--- src/verilog/gpio_pkg.sv ---
/* Shared GPIO definitions: APB sizes, register map, function selects and UART states.
   Referenced by scoped name from the RTL and the testbench. */
package gpio_pkg;

	// APB bus sizes
	localparam int APB_AW = 16;
	localparam int APB_DW = 32;

	typedef logic [APB_AW-1:0] apb_aw_t;
	typedef logic [APB_DW-1:0] apb_dw_t;

	// Baud divisor width
	localparam int DIV_W = 16;

	// Register word offsets, anything else is unmapped
	typedef enum logic [15:0] {
		REG_OUT       = 16'h0000,
		REG_DIR       = 16'h0004,
		REG_IN        = 16'h0008,
		REG_FSEL      = 16'h000c,
		REG_UART_DIV  = 16'h0010,
		REG_UART_DATA = 16'h0014,
		REG_UART_STAT = 16'h0018
	} reg_addr_e;

	// Per-pad function select
	typedef enum logic {
		FSEL_GPIO = 1'b0,
		FSEL_UART = 1'b1
	} fsel_e;

	// UART transmitter states
	typedef enum logic [1:0] {
		UART_IDLE  = 2'd0,
		UART_START = 2'd1,
		UART_DATA  = 2'd2,
		UART_STOP  = 2'd3
	} uart_state_e;

endpackage

--- src/verilog/uart_ctrl_if.sv ---
/* Transmit control between the register file and the UART transmitter.
   The register side launches frames, the transmitter reports busy. */
interface uart_ctrl_if;

	logic [7:0]                  tx_data;
	logic                        tx_start;
	logic [gpio_pkg::DIV_W-1:0]  divisor;
	logic                        busy;

	// Register file side
	modport regs_mp (
		output tx_data,
		output tx_start,
		output divisor,
		input  busy
	);

	// Transmitter side, divisor goes to the baud timer separately
	modport uart_mp (
		input  tx_data,
		input  tx_start,
		output busy
	);

endinterface

--- src/verilog/gpio_regs.sv ---
/* APB register file for pad output, direction, function select, input readback
   and UART control. No wait states; unmapped offsets return an error. */
module gpio_regs #(
	parameter int N_PADS = 16
) (
	input  logic                              clk,
	input  logic                              rst_n,

	// APB slave
	input  logic                              psel_i,
	input  logic                              penable_i,
	input  logic                              pwrite_i,
	input  gpio_pkg::apb_aw_t                 paddr_i,
	input  gpio_pkg::apb_dw_t                 pwdata_i,
	output gpio_pkg::apb_dw_t                 prdata_o,
	output logic                              pready_o,
	output logic                              pslverr_o,

	// Pad control
	output logic [N_PADS-1:0]                 sw_out_o,
	output logic [N_PADS-1:0]                 sw_oe_o,
	output gpio_pkg::fsel_e [N_PADS-1:0]      fsel_o,
	input  logic [N_PADS-1:0]                 pad_in_i,

	uart_ctrl_if.regs_mp                      uart
);

	gpio_pkg::reg_addr_e              addr;
	logic                             access;
	logic                             wr_en;
	logic                             mapped;
	gpio_pkg::apb_dw_t                rdata;

	logic [N_PADS-1:0]                out_q;
	logic [N_PADS-1:0]                dir_q;
	gpio_pkg::fsel_e [N_PADS-1:0]     fsel_q;
	logic [gpio_pkg::DIV_W-1:0]       div_q;
	logic [7:0]                       data_q;
	logic                             tx_start_q;

	assign addr   = gpio_pkg::reg_addr_e'(paddr_i);
	assign access = psel_i && penable_i;
	assign wr_en  = access && pwrite_i && mapped;

	// Address decode and read mux
	always_comb begin
		mapped = 1'b1;
		rdata  = '0;
		case (addr)
			gpio_pkg::REG_OUT:       rdata[N_PADS-1:0] = out_q;
			gpio_pkg::REG_DIR:       rdata[N_PADS-1:0] = dir_q;
			gpio_pkg::REG_IN:        rdata[N_PADS-1:0] = pad_in_i;
			gpio_pkg::REG_FSEL:      rdata[N_PADS-1:0] = fsel_q;
			gpio_pkg::REG_UART_DIV:  rdata[gpio_pkg::DIV_W-1:0] = div_q;
			gpio_pkg::REG_UART_DATA: rdata[7:0] = data_q;
			gpio_pkg::REG_UART_STAT: rdata[0] = uart.busy;
			default:                 mapped = 1'b0;
		endcase
	end

	assign prdata_o  = (access && !pwrite_i) ? rdata : '0;
	assign pready_o  = 1'b1;
	assign pslverr_o = access && !mapped;

	// Control registers, written at the edge ending the access cycle
	always_ff @(posedge clk or negedge rst_n) begin
		if (!rst_n) begin
			out_q      <= '0;
			dir_q      <= '0;
			div_q      <= '0;
			tx_start_q <= 1'b0;
			for (int i = 0; i < N_PADS; i++) begin
				fsel_q[i] <= gpio_pkg::FSEL_GPIO;
			end
		end else begin
			// Strobe lasts a single cycle
			tx_start_q <= 1'b0;
			if (wr_en) begin
				case (addr)
					gpio_pkg::REG_OUT:       out_q <= pwdata_i[N_PADS-1:0];
					gpio_pkg::REG_DIR:       dir_q <= pwdata_i[N_PADS-1:0];
					gpio_pkg::REG_FSEL: begin
						for (int i = 0; i < N_PADS; i++) begin
							fsel_q[i] <= gpio_pkg::fsel_e'(pwdata_i[i]);
						end
					end
					gpio_pkg::REG_UART_DIV:  div_q <= pwdata_i[gpio_pkg::DIV_W-1:0];
					gpio_pkg::REG_UART_DATA: tx_start_q <= 1'b1;
					// IN and UART_STAT are read only
					default: ;
				endcase
			end
		end
	end

	// Transmit byte, captured alongside the strobe
	always_ff @(posedge clk) begin
		if (wr_en && addr == gpio_pkg::REG_UART_DATA) begin
			data_q <= pwdata_i[7:0];
		end
	end

	assign sw_out_o = out_q;
	assign sw_oe_o  = dir_q;
	assign fsel_o   = fsel_q;

	assign uart.tx_data  = data_q;
	assign uart.tx_start = tx_start_q;
	assign uart.divisor  = div_q;

endmodule

--- src/flat_wrapper.sv ---
// flat-port wrapper written by rule: the top's interface ports become plain ports
module gpio_regs_flat 
#(
	parameter int N_PADS = 16
)
  (clk, rst_n, psel_i, penable_i, pwrite_i, paddr_i, pwdata_i, prdata_o, pready_o, pslverr_o, sw_out_o, sw_oe_o, fsel_o, pad_in_i, uart_tx_data, uart_tx_start, uart_divisor, uart_busy);
  uart_ctrl_if uart_i ();
  input  logic clk;
  input  logic rst_n;
  input  logic psel_i;
  input  logic penable_i;
  input  logic pwrite_i;
  input  gpio_pkg::apb_aw_t paddr_i;
  input  gpio_pkg::apb_dw_t pwdata_i;
  output gpio_pkg::apb_dw_t prdata_o;
  output logic pready_o;
  output logic pslverr_o;
  output logic [N_PADS-1:0] sw_out_o;
  output logic [N_PADS-1:0] sw_oe_o;
  output gpio_pkg::fsel_e [N_PADS-1:0] fsel_o;
  input  logic [N_PADS-1:0] pad_in_i;
  output wire logic [$bits(uart_i.tx_data)-1:0] uart_tx_data;
  output wire logic [$bits(uart_i.tx_start)-1:0] uart_tx_start;
  output wire logic [$bits(uart_i.divisor)-1:0] uart_divisor;
  input wire logic [$bits(uart_i.busy)-1:0] uart_busy;
  assign uart_tx_data = uart_i.tx_data;
  assign uart_tx_start = uart_i.tx_start;
  assign uart_divisor = uart_i.divisor;
  assign uart_i.busy = uart_busy;
  gpio_regs #(.N_PADS(N_PADS)) u_core (.clk(clk), .rst_n(rst_n), .psel_i(psel_i), .penable_i(penable_i), .pwrite_i(pwrite_i), .paddr_i(paddr_i), .pwdata_i(pwdata_i), .prdata_o(prdata_o), .pready_o(pready_o), .pslverr_o(pslverr_o), .sw_out_o(sw_out_o), .sw_oe_o(sw_oe_o), .fsel_o(fsel_o), .pad_in_i(pad_in_i), .uart(uart_i));
endmodule
--- config.mk ---
export PLATFORM = sky130hd
export DESIGN_NAME = gpio_regs_flat
export DESIGN_NICKNAME = d
export VERILOG_FILES = /design/src/verilog/gpio_pkg.sv /design/src/verilog/uart_ctrl_if.sv /design/src/verilog/gpio_regs.sv /design/src/flat_wrapper.sv
export SDC_FILE = /design/constraint.sdc
export NUM_CORES = 1
export LEC_CHECK = 0
export BUFFER_PORTS_ARGS = -buffer_cell sky130_fd_sc_hd__buf_4
export CAP_MARGIN = 10
export CORE_MARGIN = 2
export CORE_UTILIZATION = 52
export CTS_BUF_LIST = sky130_fd_sc_hd__clkbuf_8
export CTS_CLUSTER_DIAMETER = 200
export CTS_CLUSTER_SIZE = 24
export DETAILED_ROUTE_END_ITERATION = 8
export PLACE_DENSITY = 0.84
export SETUP_SLACK_MARGIN = 0.3
export SKIP_CTS_REPAIR_TIMING = 1
export SYNTH_ARGS = -nofsm -noshare
export SYNTH_HDL_FRONTEND = slang
export SYNTH_SLANG_ARGS = --single-unit
--- constraint.sdc ---
create_clock -name clk -period 5.6 [get_ports clk]
set_clock_uncertainty 0.2 [all_clocks]
set_input_delay 1.12 -clock clk [delete_from_list [all_inputs] [get_ports clk]]
set_output_delay 1.12 -clock clk [all_outputs]
set_load 0.01 [all_outputs]
# [Yosys cells after proc, flatten, opt, wreduce, memory -nomap -nowiden]
# Index checks and enable logic that the tools add are counted.
[word_totals] reg_bits=73 output_inout_bits=107 elab_cells=48
[classes] n_eq_ne=6 mux=7 reduce_logical=14
[op_table] operator="equality test 16 x 5 -> 1 bit, second input constant" n=3
[op_table] operator="case mux 7 bit (6 select lines)" n=1
[op_table] operator="case mux 8 bit (5 select lines)" n=1
[op_table] operator="equality test 16 x 4 -> 1 bit, second input constant" n=2
[op_table] operator="equality test 16 x 3 -> 1 bit, second input constant" n=1
[op_table] operator="zero test 16 bit" n=1
[op_table] operator="two-way mux 16 bit" n=1
[op_table] operator="AND reduction 2 bit" n=4
[op_table] operator="case mux 1 bit (7 select lines)" n=1
[op_table] operator="OR reduction 7 bit" n=1
[op_table] operator="logical AND 1 bit" n=6
[op_table] operator="two-way mux 1 bit" n=3
[op_table] operator="zero test 1 bit" n=2

# [Longest topological paths before layout]
# Gate-level depths: netlist of the first run.
[logic_depth] depth_word=5 mapped_depth=7 mapped_depth_nobuf=4

# [Worst setup path before layout of the first run]
# OpenSTA, ideal clock, no wires.
[synth_path] path_type="input-to-output" startpoint="input port paddr_i[2]" endpoint="output port prdata_o[10]" arrival_time_ns=2.935 setup_slack_ns=1.345 stages=5 path_buffers=1 path_cell_list="buf_2 > or4b_2 > nor4_1 > a222oi_1 > a21oi_1"
[synth_between] elab_chain_len=3 word_cells_on_any_way=7
[synth_rtl] item="start: declaration" line="flat_wrapper.sv:13" source="input gpio_pkg::apb_aw_t paddr_i;"
[synth_rtl] item="equality test 16 x 5 -> 1 bit (tied with other cells)" line="gpio_regs.sv:49" source="case (addr)"
[synth_rtl] item="case mux 8 bit (5 select lines) *" line="gpio_regs.sv:49"
[synth_rtl] item="two-way mux 16 bit *" line="gpio_regs.sv:61" source="assign prdata_o = (access && !pwrite_i) ? rdata : '0;"
[synth_rtl] item="end: declaration" line="flat_wrapper.sv:15" source="output gpio_pkg::apb_dw_t prdata_o;"
# Mark *: on every way between the ends. The rest lies on a longest branch, timed or not.

# [Worst setup path in the final report of the first run]
[layout_path] startpoint="input port paddr_i[13]" endpoint="output port prdata_o[2]"
[layout_between] elab_chain_len=3 word_cells_on_any_way=8
[layout_rtl] item="equality test 16 x 5 -> 1 bit (tied with other cells)" line="gpio_regs.sv:49"
[layout_rtl] item="case mux 7 bit (6 select lines) *" line="gpio_regs.sv:49"
[layout_rtl] item="two-way mux 16 bit *" line="gpio_regs.sv:61"
# Marked as above.

==> results of run 1 <==
routing by layer:
metal  part of all wire  wire (um)  vias to the layer above  GRT usage
met5                  0          0                        -          0
met4              0.018        196                        0     0.0937
met3               0.11       1170                       16      0.113
met2               0.49       5440                      187      0.450
met1               0.38       4200                     1543      0.340
li1                   -          -                     1360          -
logic make-up after synthesis:
group	after synthesis	synth area share
DFF	73	0.500
muxes	70	0.221
AOI/OAI and AO/OA	57	0.112
and+or+nand+nor	47	0.0979
buffers and inverters	38	0.0650
other	2	0.00201
xor gates and xnor gates	1	0.00235
worst max path at each step:
stage | end | cells past startpoint
after floorplan | prdata_o[10] | 5
after global placement | prdata_o[2] | 6
after detailed placement | prdata_o[6] | 7
after CTS | prdata_o[2] | 7
after global routing | prdata_o[2] | 6
final | prdata_o[2] | 6
power by group:
part	switching [mW]	total, mW	internal [mW]
sequential	0.0000391	0.535	0.535
clock	0.206	0.503	0.297
combinational	0.0406	0.0718	0.0312
total	0.247	1.11	0.863
stage by stage:
stage,total power [mW],hold WS (ps),utilization,cell area (um2),std cells
floorplan,0.578,349,-,3790,303
global placement,0.614,296,0.698,4800,512
detailed placement,0.617,304,0.698,4800,512
CTS,1.11,325,0.734,5040,528
global route,1.14,359,0.734,5040,528
finish,1.11,322,0.734,5040,528
critical path: stages:
cell and delay, ps:
buf_4 110, or4_1 770, nor4_1 850, a22oi_1 170, a21oi_1 240, buf_4 150
cells in the final DEF (no fill, tap or decap), types with 2 or more instances in the layout:
| cell | netlist | final |
|---|---|---|
| a22oi_1 | 24 | 24 |
| clkinv_2 | 0 | 2 |
| edfxtp_1 | 8 | 8 |
| clkbuf_8 | 0 | 9 |
| a31oi_1 | 5 | 5 |
| nor4_4 | 2 | 2 |
| nor4_1 | 6 | 6 |
| a21oi_1 | 11 | 11 |
| or3_1 | 2 | 2 |
| or4_1 | 5 | 5 |
| mux2_1 | 5 | 5 |
| dfrtp_1 | 65 | 65 |
| mux2i_1 | 2 | 2 |
| bufinv_16 | 0 | 3 |
| nand2_1 | 9 | 9 |
| o22a_1 | 2 | 2 |
| a2bb2oi_1 | 2 | 2 |
| nor4_2 | 3 | 3 |
| mux2_4 | 10 | 10 |
| conb_1 | 2 | 17 |
| nor2_1 | 2 | 2 |
| or4b_2 | 2 | 2 |
| a222oi_1 | 6 | 6 |
| buf_4 | 21 | 150 |
| and2_1 | 3 | 3 |
| mux2_2 | 53 | 53 |
| a32oi_1 | 2 | 2 |
area by class of cell:
| cell class | instances | area (um2) |
|---|---|---|
| Multi-Input combinational cell | 192 | 1680 |
| Sequential cell | 73 | 1870 |
| Clock buffer | 9 | 124 |
| Tap cell | 96 | 120 |
| Timing Repair Buffer | 150 | 1130 |
| Inverter | 1 | 3.75 |
| Clock inverter | 7 | 118 |
| Fill cell | 488 | 1830 |
registers in the layout, indices dropped and copies added (netlist names):
| name | flops |
|---|---|
| u_core.uart.tx_data | 8 |
| u_core.sw_oe_o | 16 |
| u_core.uart.divisor | 16 |
| u_core.sw_out_o | 16 |
| u_core.uart.tx_start | 1 |
| u_core.fsel_o | 16 |
==> run summary, run 1 <==
The run finished with clean final reports. Async set or reset register ratio after synthesis: 0.890. Power spread over the standard cell area amounts to 220 nW/um2.

Count of max-cap constraint violations: 0. After synthesis, the netlist uses 48 different library cells. The smallest clock period supported by the final layout is computed as 4740 ps. Number of flops mapped to enable cells by yosys: 8.

After clock tree synthesis, the clock-pin slew on the worst setup and hold paths is 80 ps. The most used flip-flop cell after synthesis is dfrtp_1. From bottom edge to top edge, the die measures 88.7 um. The critical path is of the input port to output port type. The biggest area contributor in the post-synthesis netlist is dfrtp_1. Setup total negative slack on the finished layout was measured at 0 ps. In this run, synthesis produced a sequential element count of 73. The tools report the gate count after technology mapping as 288. The depth of the CTS H-tree is 3, and the die area is 7870 um2.

In this run the worst hold path is classified as register to register. Across the VDD grid, the largest voltage drop is 0.000159 V. For the pin count of the biggest net entering global routing, the log shows 66. The number of rows in the core area was 30. In the final routed layout, each cell accounts on average for 20.9 um. The max-slew violation total from the final report came out at 0. The tools report the final worst-path setup slack as 859 ps.

The largest fanout of any net on the critical path is 9, and the part of the cycle the worst path needs is 0.847. The width of the die was 88.7 um; the clock latency at the later pin of the worst-skew pair was 340 ps. The number of antenna violations at the first check in global routing was 0. The number of antenna diodes in the final layout is 0. For the total global-route track usage, the log shows 0.278. The depth of the most critical reg-to-reg path was 1. The kind of capture point of the worst setup path is an output port.

The run gives 0.356 as the worst slew margin relative to its limit. The commonest cells after synthesis are dfrtp_1 (65), mux2_2 (53), a22oi_1 (24). TritonCTS built the clock tree.

The number of iterations in the first detailed-routing pass is 6. Start point of the worst hold path: u_core.sw_out_o[11]$_DFFE_PN0P_. After detailed routing, the number of remaining DRC violations is 0.

In this run the clock root is driven by a clkbuf_8. The tools report the total via count after detailed routing as 3106. The violation count after the first detailed-routing iteration is 183, and the final number of hold-violating endpoints is 0. The routed via count divided by cell count came out at 5.88. In the final design database the tool counted 497 nets.

OpenSTA, run right after detailed placement, puts the worst setup slack at 938 ps. The starting utilization of the core area is 0.544, and the number of buffers inserted by port buffering is 143. At the pin with the least slew margin, the transition time is 966 ps. Setup repair after global routing left no endpoint under its margin. The critical register-to-register path endpoint is u_core.uart.divisor[14]$_DFFE_PN0P_. In this run the worst setup path begins at paddr_i[13]. Post-detailed-route count of antenna-violating nets: 0.

Type of origin of the critical path: an input port. The hold path depth is 1. Derived from the worst setup path, the maximum achievable clock frequency is 211 MHz. Routability-driven placement finished with a final weighted congestion of 0.849. For hold timing, the worst endpoint is u_core.sw_out_o[11]$_DFFE_PN0P_. The mapped netlist covers 3730 um2. In this run the register-to-register setup slack is 4590 ps.

The wire-length estimate of the detail-placed layout is 7.58 mm. For the worst setup path, the data required time is 4280 ps. Setup violations remaining at the end of the flow were counted as 0. No sink is reached through more buffers than the 2 on the longest clock path. The total congestion overflow is 0, and the share of Yosys cell area claimed by the top area cell type is 0.436. The share of final-layout standard cells stronger than drive strength 1 was 0.556. The yosys synthesis warning count came out at 0. The number of clock buffers added by TritonCTS is 9. At the worst endpoint, the arrival time is 3420 ps. The wire length of the first global-routing pass was 16.1 mm; the relative area change from synthesis to final layout was 35.0%.

The tools report the count of boundary I/O pins as 177. The number of global-route vias before repair came out at 3086. The run gives 11.0 mm as the post-detailed-routing wire length. The most common cell in the synthesized netlist is dfrtp_1. The leakage component of the power is 2.48 nW. The startpoint identified for the worst register-to-register timing path is u_core.uart.divisor[14]$_DFFE_PN0P_.

The tree built by TritonCTS fans out to 73 sinks. The sequential element share of the synthesized area is 0.500. Sorting the synthesized cells by area gives the leading types as dfrtp_1 (44%), mux2_2 (16%), edfxtp_1 (6.4%). The core region area is 6870 um2, and the average cell area after synthesis is 13.0 um2.
Note: power is estimated with default switching activity, not from simulation.
==> run 2, diff against run 1 <==
CORE_UTILIZATION = 44   (was 52)
PLACE_DENSITY = 0.75   (was 0.84)
clock period = 4.15 ns   (was 5.6 ns; I/O delays follow)
==> run summary, run 2 (synthesis results as in run 1) <==
The critical path is of the input port to output port type. The logs give 0 (unchanged) for the total congestion overflow and 547 (+3.6%) for the post-route non-filler standard cell count. The average wire per standard cell is 20.2 um (-3.0%), and the count of nets after finishing is 507 (+2.0%).

The tools report the number of antenna violations at the first check in global routing as 0 (unchanged). The total power after layout is 1.38 mW (+25%), and the depth of the CTS H-tree is 3 (unchanged). The logs give 0.241 (-0.0377) for the total global-route track usage and 177 (unchanged) for the count of boundary I/O pins.

The post-detailed-routing wire length was 11.1 mm (+0.46%). The worst setup path is launched from an input port. The maximum resistive drop on vdd is 0.000199 V (+26%). The logs give 682 (+40%) for the number of filler instances in the final layout and 219 (+20%) for the violation count after the first detailed-routing iteration. Leaving out fill and tap cells, the most frequent cell in the layout is buf_4. The core region area is 8220 um2 (+20%), and the routing usage on met1 is 0.317 (-0.0231).

The logs give 66 (unchanged) for the pin count of the biggest net entering global routing and 2 (unchanged) for the maximum number of buffers from clock root to sink. The measured slew at the worst slew-check pin was 843 ps (-123 ps); the sequential group share of total power was 0.522 (+0.040). For the post-detailed-route count of antenna-violating nets, the log shows 0 (unchanged). The flow ran to the end, and the final reports show no timing, DRC or antenna violations. Setup repair after global routing left no endpoint under its margin. The tools report the number of global-route vias before repair as 3059 (-0.87%).

The run gives 33 (+10%) as the number of rows in the core area. The power spent charging and discharging nets is 0.326 mW (+32%). TritonCTS built the clock tree.

Largest fanout of any net on the critical path: 6 (-3). The run gives 0 (unchanged) as the final count of negative-setup-slack endpoints. In this run the clock root is driven by a clkbuf_8.

The logs give 3140 ps (-1450 ps) for the setup slack of the most critical reg-to-reg path and 350 ps (about the same) for the clock latency at the later pin of the worst-skew pair. The run gives 3120 ps (-1160 ps) as the required time at the worst-slack endpoint. The count of max-cap constraint violations was 0 (unchanged); the relative area change from synthesis to final layout was 37.0%.

The share of power burned in the clock network is 0.407 (-0.046), and the starting utilization of the core area is 0.454 (-0.0891). The final number of hold-violating endpoints is 0 (unchanged). The share of final-layout standard cells stronger than drive strength 1 was 0.572 (+0.0168). The met2 usage was 0.382 (-0.0685); the combinational fraction of design power was 0.071 (+0.006).

The worst setup path is captured at an output port. The proportion of total power due to net switching came out at 0.236 (+0.0133). The number of instances in the placed design is 530 (+3.5%), and the routability congestion estimate is 0.753 (-11%). The number of buffers inserted by port buffering was 143 (unchanged); the detailed-route DRC error count was 0 (unchanged).

The min-delay analysis places its worst path in the category register to register. For this run, the top clock speed supported by timing is 266 MHz. The run gives 8 (+2) as the number of iterations in the first detailed-routing pass. Routing layer with the top usage in global route: met2. For the finished layout, the period the worst path requires is 3760 ps. Routed via count divided by cell count: 5.74 (-2.4%). The chip height is 96.1 um (+8.3%). The area of all sequential standard cells is 1870 um2 (unchanged), and the estimated wirelength of the detail-placed design is 7.83 mm (+3.3%).

The logs give 0 (unchanged) for the max-slew violation total from the final report and 0 ps (unchanged) for the total negative setup slack. The internal power summed over all cells came out at 1.06 mW (+22%). In the layout the commonest cells are buf_4 (158), dfrtp_1 (65), mux2_2 (53). The clock-pin slew reported for the worst setup and hold paths after clock tree synthesis was 70 ps (about the same); the worst slew margin relative to its limit was 0.438 (+0.0817). Part of the cycle the worst path needs: 0.906. The arrival time of the worst setup path was 2730 ps (-690 ps); the leakage component of the power was 2.54 nW (+2.4%). The antenna diode count was 0 (unchanged). The run gives 73 (unchanged) as the clock sink count. The total area of multi-input combinational cells is 1710 um2 (+1.5%), and the met3 track demand over resource in global routing is 0.0697 (-0.0432).

For the wire length of the first global-routing pass, the log shows 16.5 mm (+2.4%). Width of the die: 96.1 um (+8.3%). The ratio of total power to cell area is 270 nW/um2 (+23%).

Total via count after detailed routing: 3140 (+1.1%). For the die area, the log shows 9240 um2 (+17%). The tools report the total CTS buffers as 9 (unchanged).
-- run 2: final timing paths --
kind	start	end	depth (start not counted)
hold reg to reg	u_core.sw_out_o[11]$_DFFE_PN0P_	u_core.sw_out_o[11]$_DFFE_PN0P_	1
min in group asynchronous	rst_n	u_core.sw_out_o[5]$_DFFE_PN0P_	1
max in group asynchronous	rst_n	u_core.sw_oe_o[1]$_DFFE_PN0P_	1
setup reg to reg	u_core.sw_oe_o[12]$_DFFE_PN0P_	u_core.sw_oe_o[12]$_DFFE_PN0P_	1
hold / removal	u_core.sw_out_o[11]$_DFFE_PN0P_	u_core.sw_out_o[11]$_DFFE_PN0P_	1
setup / recovery	paddr_i[5]	prdata_o[6]	7
-- run 2: area by class of cell --
type / count / area share
Clock inverter: 6 / 0.0115
Inverter: 1 / 0.000734
Tap cell: 105 / 0.0257
Sequential cell: 73 / 0.365
Multi-Input combinational cell: 192 / 0.333
Clock buffer: 10 / 0.0269
Timing Repair Buffer: 160 / 0.237
-- run 2: critical path, stage by stage --
cell,delay (ps)
buf_4,120
or4_4,570
buf_4,190
or3_1,470
o22a_1,200
a21oi_1,180
buf_4,160
-- run 2: power by group through the flow --
stage	combinational (mW)	sequential (mW)	clock, mW
floorplan	0.0435	0.736	0
global placement	0.0944	0.736	0
detailed placement	0.0965	0.736	0
CTS	0.0965	0.722	0.572
global route	0.108	0.721	0.601
finish	0.0977	0.722	0.563
-- run 2: stage by stage --
step | utilization | setup slack (ps) | instance area [um2] | hold WS, ps
final | 0.623 | 390 | 5110 | 331
after global placement | 0.595 | 364 | 4890 | 303
after floorplan | - | 475 | 3790 | 334
after CTS | 0.619 | 338 | 5080 | 331
after detailed placement | 0.595 | 345 | 4890 | 313
after global routing | 0.623 | 309 | 5110 | 355
-- run 2: metal layers --
layer / vias to the layer above / wire, um / part of all wire
li1: 1381 / - / -
met1: 1598 / 4520 / 0.41
met2: 148 / 5380 / 0.49
met3: 13 / 1020 / 0.092
met4: 0 / 138 / 0.012
met5: - / 0 / 0
==> run 3, diff against run 2 <==
ABC_AREA = 1   (was default)
PLACE_DENSITY = 0.74   (was 0.75)
==> run summary, run 3 <==
The count of state elements after synthesis is 73 (unchanged). The tools report the worst slew margin relative to its limit as 0.388 (-0.0494). The final number of hold-violating endpoints is 0 (unchanged). The chip height works out to 99.6 um (+3.6%). The routability congestion estimate came out at 0.862 (+15%).

In this run the most critical hold path is launched from u_core.uart.divisor[6]$_DFFE_PN0P_. Clock tree synthesis selected as its root buffer the cell clkbuf_8. The shortest period the worst path allows was 3520 ps (-236 ps); the total global-route track usage was 0.250 (+0.00902). The class of the worst hold path was register to register.

The starting utilization of the core area was 0.457 (+0.00213). The violation count after the first detailed-routing iteration is 226 (+3.2%), and the internal power summed over all cells is 1.13 mW (+6.7%). STA classifies the critical path startpoint as an input port.

The async set or reset register ratio after synthesis was 0.890 (unchanged); the post-detailed-routing wire length was 12.2 mm (+10%). The run gives 3 (unchanged) as the depth of the CTS H-tree. The post-synthesis cell type with the largest combined area was dfrtp_1.

The required time at the worst-slack endpoint was 3120 ps (about the same). The post-route non-filler standard cell count came out at 769 (+41%). The logs give 0 (unchanged) for the total congestion overflow and 0.062 (-0.009) for the combinational fraction of design power.

The leakage component of the power is 2.88 nW (+13%). The total via count after detailed routing was 4053 (+29%); the detailed-route DRC error count was 0 (unchanged). TritonCTS built the clock tree.

The final worst-path setup slack was 626 ps (+236 ps). The relative area change from synthesis to final layout was 31.6%; the number of buffer and inverter stages on the critical path was 3 (unchanged). The total number of cells along the worst setup path works out to 11 (+4).

For the achievable frequency, the log shows 284 MHz (+6.7%). The max-slew violation total from the final report came out at 0 (unchanged). The number of filler instances in the final layout is 799 (+17%), and the sequential group share of total power is 0.498 (-0.024). The count of boundary I/O pins was 177 (unchanged). The depth of the most critical reg-to-reg path works out to 2 (+1).

Setup repair after global routing left no endpoint under its margin. The tools report the gate count after technology mapping as 521 (+81%). The clock latency at the later pin of the worst-skew pair was 350 ps (about the same). The worst register-to-register path begins at u_core.fsel_o[9]$_DFFE_PN0P_. The met3 track demand over resource in global routing came out at 0.0394 (-0.0303).

The clock sink count was 73 (unchanged); the share of Yosys cell area claimed by the top area cell type was 0.405 (-0.0311). The routing usage on met1 is 0.323 (+0.00613), and the largest fanout of any net on the critical path is 30 (+24). The antenna diode count was 0 (unchanged); the ratio of total power to cell area was 274 nW/um2 (+1.3%). The proportion of total power due to net switching came out at 0.222 (-0.0140). The core region area is 8810 um2 (+7.2%), and the number of iterations in the first detailed-routing pass is 5 (-3).

The tools report the worst setup slack before clock tree synthesis as 644 ps (+299 ps). For this run, the leading register cell type out of synthesis is dfrtp_1. Among all cell types in the netlist, the one instantiated most often is nand2_1. The logs give 753 (+42%) for the number of instances in the placed design and 34 (+3.0%) for the number of rows in the core area. The number of flops mapped to enable cells by yosys came out at 8 (unchanged). After global routing, the most crowded layer is met2.

Average cell area after synthesis: 7.72 um2 (-40%). The commonest cells after synthesis are nand2_1 (223), dfrtp_1 (65), nand4_1 (48). The logs give 3873 (+27%) for the number of global-route vias before repair and 0.440 (+0.033) for the share of power burned in the clock network. The tools report the arrival time of the worst setup path as 2490 ps (-240 ps). Total power after layout: 1.45 mW (+4.8%).

For the area of all sequential standard cells, the log shows 1870 um2 (unchanged). The final count of negative-setup-slack endpoints is 0 (unchanged). The share of final-layout standard cells stronger than drive strength 1 is 0.287 (-0.285), and the hold path depth is 2 (+1). The logs give 0 (unchanged) for the post-detailed-route count of antenna-violating nets and 9920 um2 (+7.4%) for the die area. The largest incremental delay on the critical path was 450 ps (-120 ps). The flow ran to the end, and the final reports show no timing, DRC or antenna violations. The width of the die is 99.6 um (+3.6%). The total area of multi-input combinational cells is 1790 um2 (+5.1%), and the wire length of the first global-routing pass is 19.5 mm (+19%). For the sequential element share of the synthesized area, the log shows 0.464 (-0.0356). The total CTS buffers was 9 (unchanged). Ranked by total cell area, the synthesized netlist is headed by dfrtp_1 (40%), nand2_1 (21%), nand4_1 (7.5%).

The total negative setup slack is 0 ps (unchanged), and the met2 usage is 0.422 (+0.0401). The clock-pin slew reported for the worst setup and hold paths after clock tree synthesis works out to 70 ps (about the same). Number of buffers inserted by port buffering: 143 (unchanged).

The most used cell along the critical path is nand2_1. STA classifies the critical path endpoint as an output port. The critical path goes through buf_4 > nor2_1 > nand2_1 > nor2_4 > nand2_1 > inv_2 > nand2_1 > o21ai_0 > nor3_1 > nor2_1 > buf_4. The part of the cycle the worst path needs works out to 0.849 (-0.0569). The setup path with the least slack is of type input port to output port. The count of nets after finishing was 726 (+43%). Leaving out fill and tap cells, the most frequent cell in the layout is nand2_1. The tools report the power spent charging and discharging nets as 0.321 mW (-1.4%).

The pin count of the biggest net entering global routing came out at 66 (unchanged). In the layout the commonest cells are nand2_1 (223), buf_4 (152), dfrtp_1 (65). Maximum number of buffers from clock root to sink: 2 (unchanged). The most critical setup path has its startpoint at paddr_i[13]. The routed via count divided by cell count was 5.27 (-8.2%); the count of max-cap constraint violations was 0 (unchanged). The tools report the estimated wirelength of the detail-placed design as 8.44 mm (+7.8%). For this design, the slowest cell found on the critical path is inv_2. Gate family responsible for the most delay along the worst path: simple AND/OR/NAND/NOR gates.

The cell area after placement is 5060 um2 (+3.5%). The measured slew at the worst slew-check pin works out to 915 ps (+71.9 ps). The post-route cell area is 5290 um2 (+3.4%), and the distinct cell type count after synthesis is 27 (-44%). The run gives 0.000164 V (-18%) as the maximum resistive drop on vdd.

Average wire per standard cell: 15.9 um (-21%). The number of antenna violations at the first check in global routing is 0 (unchanged). For the combined area of all synthesized cells, the log shows 4020 um2 (+7.7%). The tools report the yosys synthesis warning count as 0 (unchanged).
## run 3: cell families (layout without fill, tap and decap cells)
family,after synthesis,count (layout),synth area share
AOI/OAI and AO/OA,33,33,0.0461
buffers and inverters,72,197,0.104
DFF,73,73,0.464
other,2,17,0.00187
and+or+nand+nor,341,341,0.384
## run 3: final timing paths
path | slack [ps] | end
setup / recovery | 630 | prdata_o[2]
hold / removal | 300 | u_core.uart.divisor[6]$_DFFE_PN0P_
setup reg to reg | 3250 | u_core.fsel_o[9]$_DFFE_PN0P_
hold reg to reg | 300 | u_core.uart.divisor[6]$_DFFE_PN0P_
max in group asynchronous | 2810 | u_core.sw_oe_o[4]$_DFFE_PN0P_
min in group asynchronous | 370 | u_core.sw_out_o[11]$_DFFE_PN0P_
## run 3: area by class of cell
class / count / share of cell area
inverter: 28 / 0.0199
timing repair buffer: 153 / 0.219
tap: 108 / 0.0255
sequential: 73 / 0.353
clock inverter: 5 / 0.0147
clock buffer: 11 / 0.0286
multi-input combinational: 391 / 0.339
## run 3: metrics by stage
step,hold WS (ps),utilization
floorplan,323,-
global placement,286,0.575
detailed placement,287,0.575
CTS,306,0.601
global route,339,0.601
finish,305,0.601
## run 3: power by group through the flow
stage               sequential [mW]  combinational, mW  clock (mW)
floorplan                     0.736             0.0344           0
global placement              0.736             0.0871           0
detailed placement            0.736             0.0895           0
CTS                           0.722             0.0897       0.646
global route                  0.721             0.0981       0.679
finish                        0.722             0.0898       0.637
## run 3: worst register-to-register path: stages (launching register included)
cell	delay [ps]
dfrtp_1	440
nand2_1	100
nand2_1	60
## run 3: routing by layer
metal / wire (um) / part of all wire / up-vias
met5: 0 / 0 / -
met4: 186 / 0.015 / 0
met3: 908 / 0.074 / 21
met2: 6070 / 0.50 / 180
met1: 5060 / 0.41 / 1934
li1: - / - / 1918
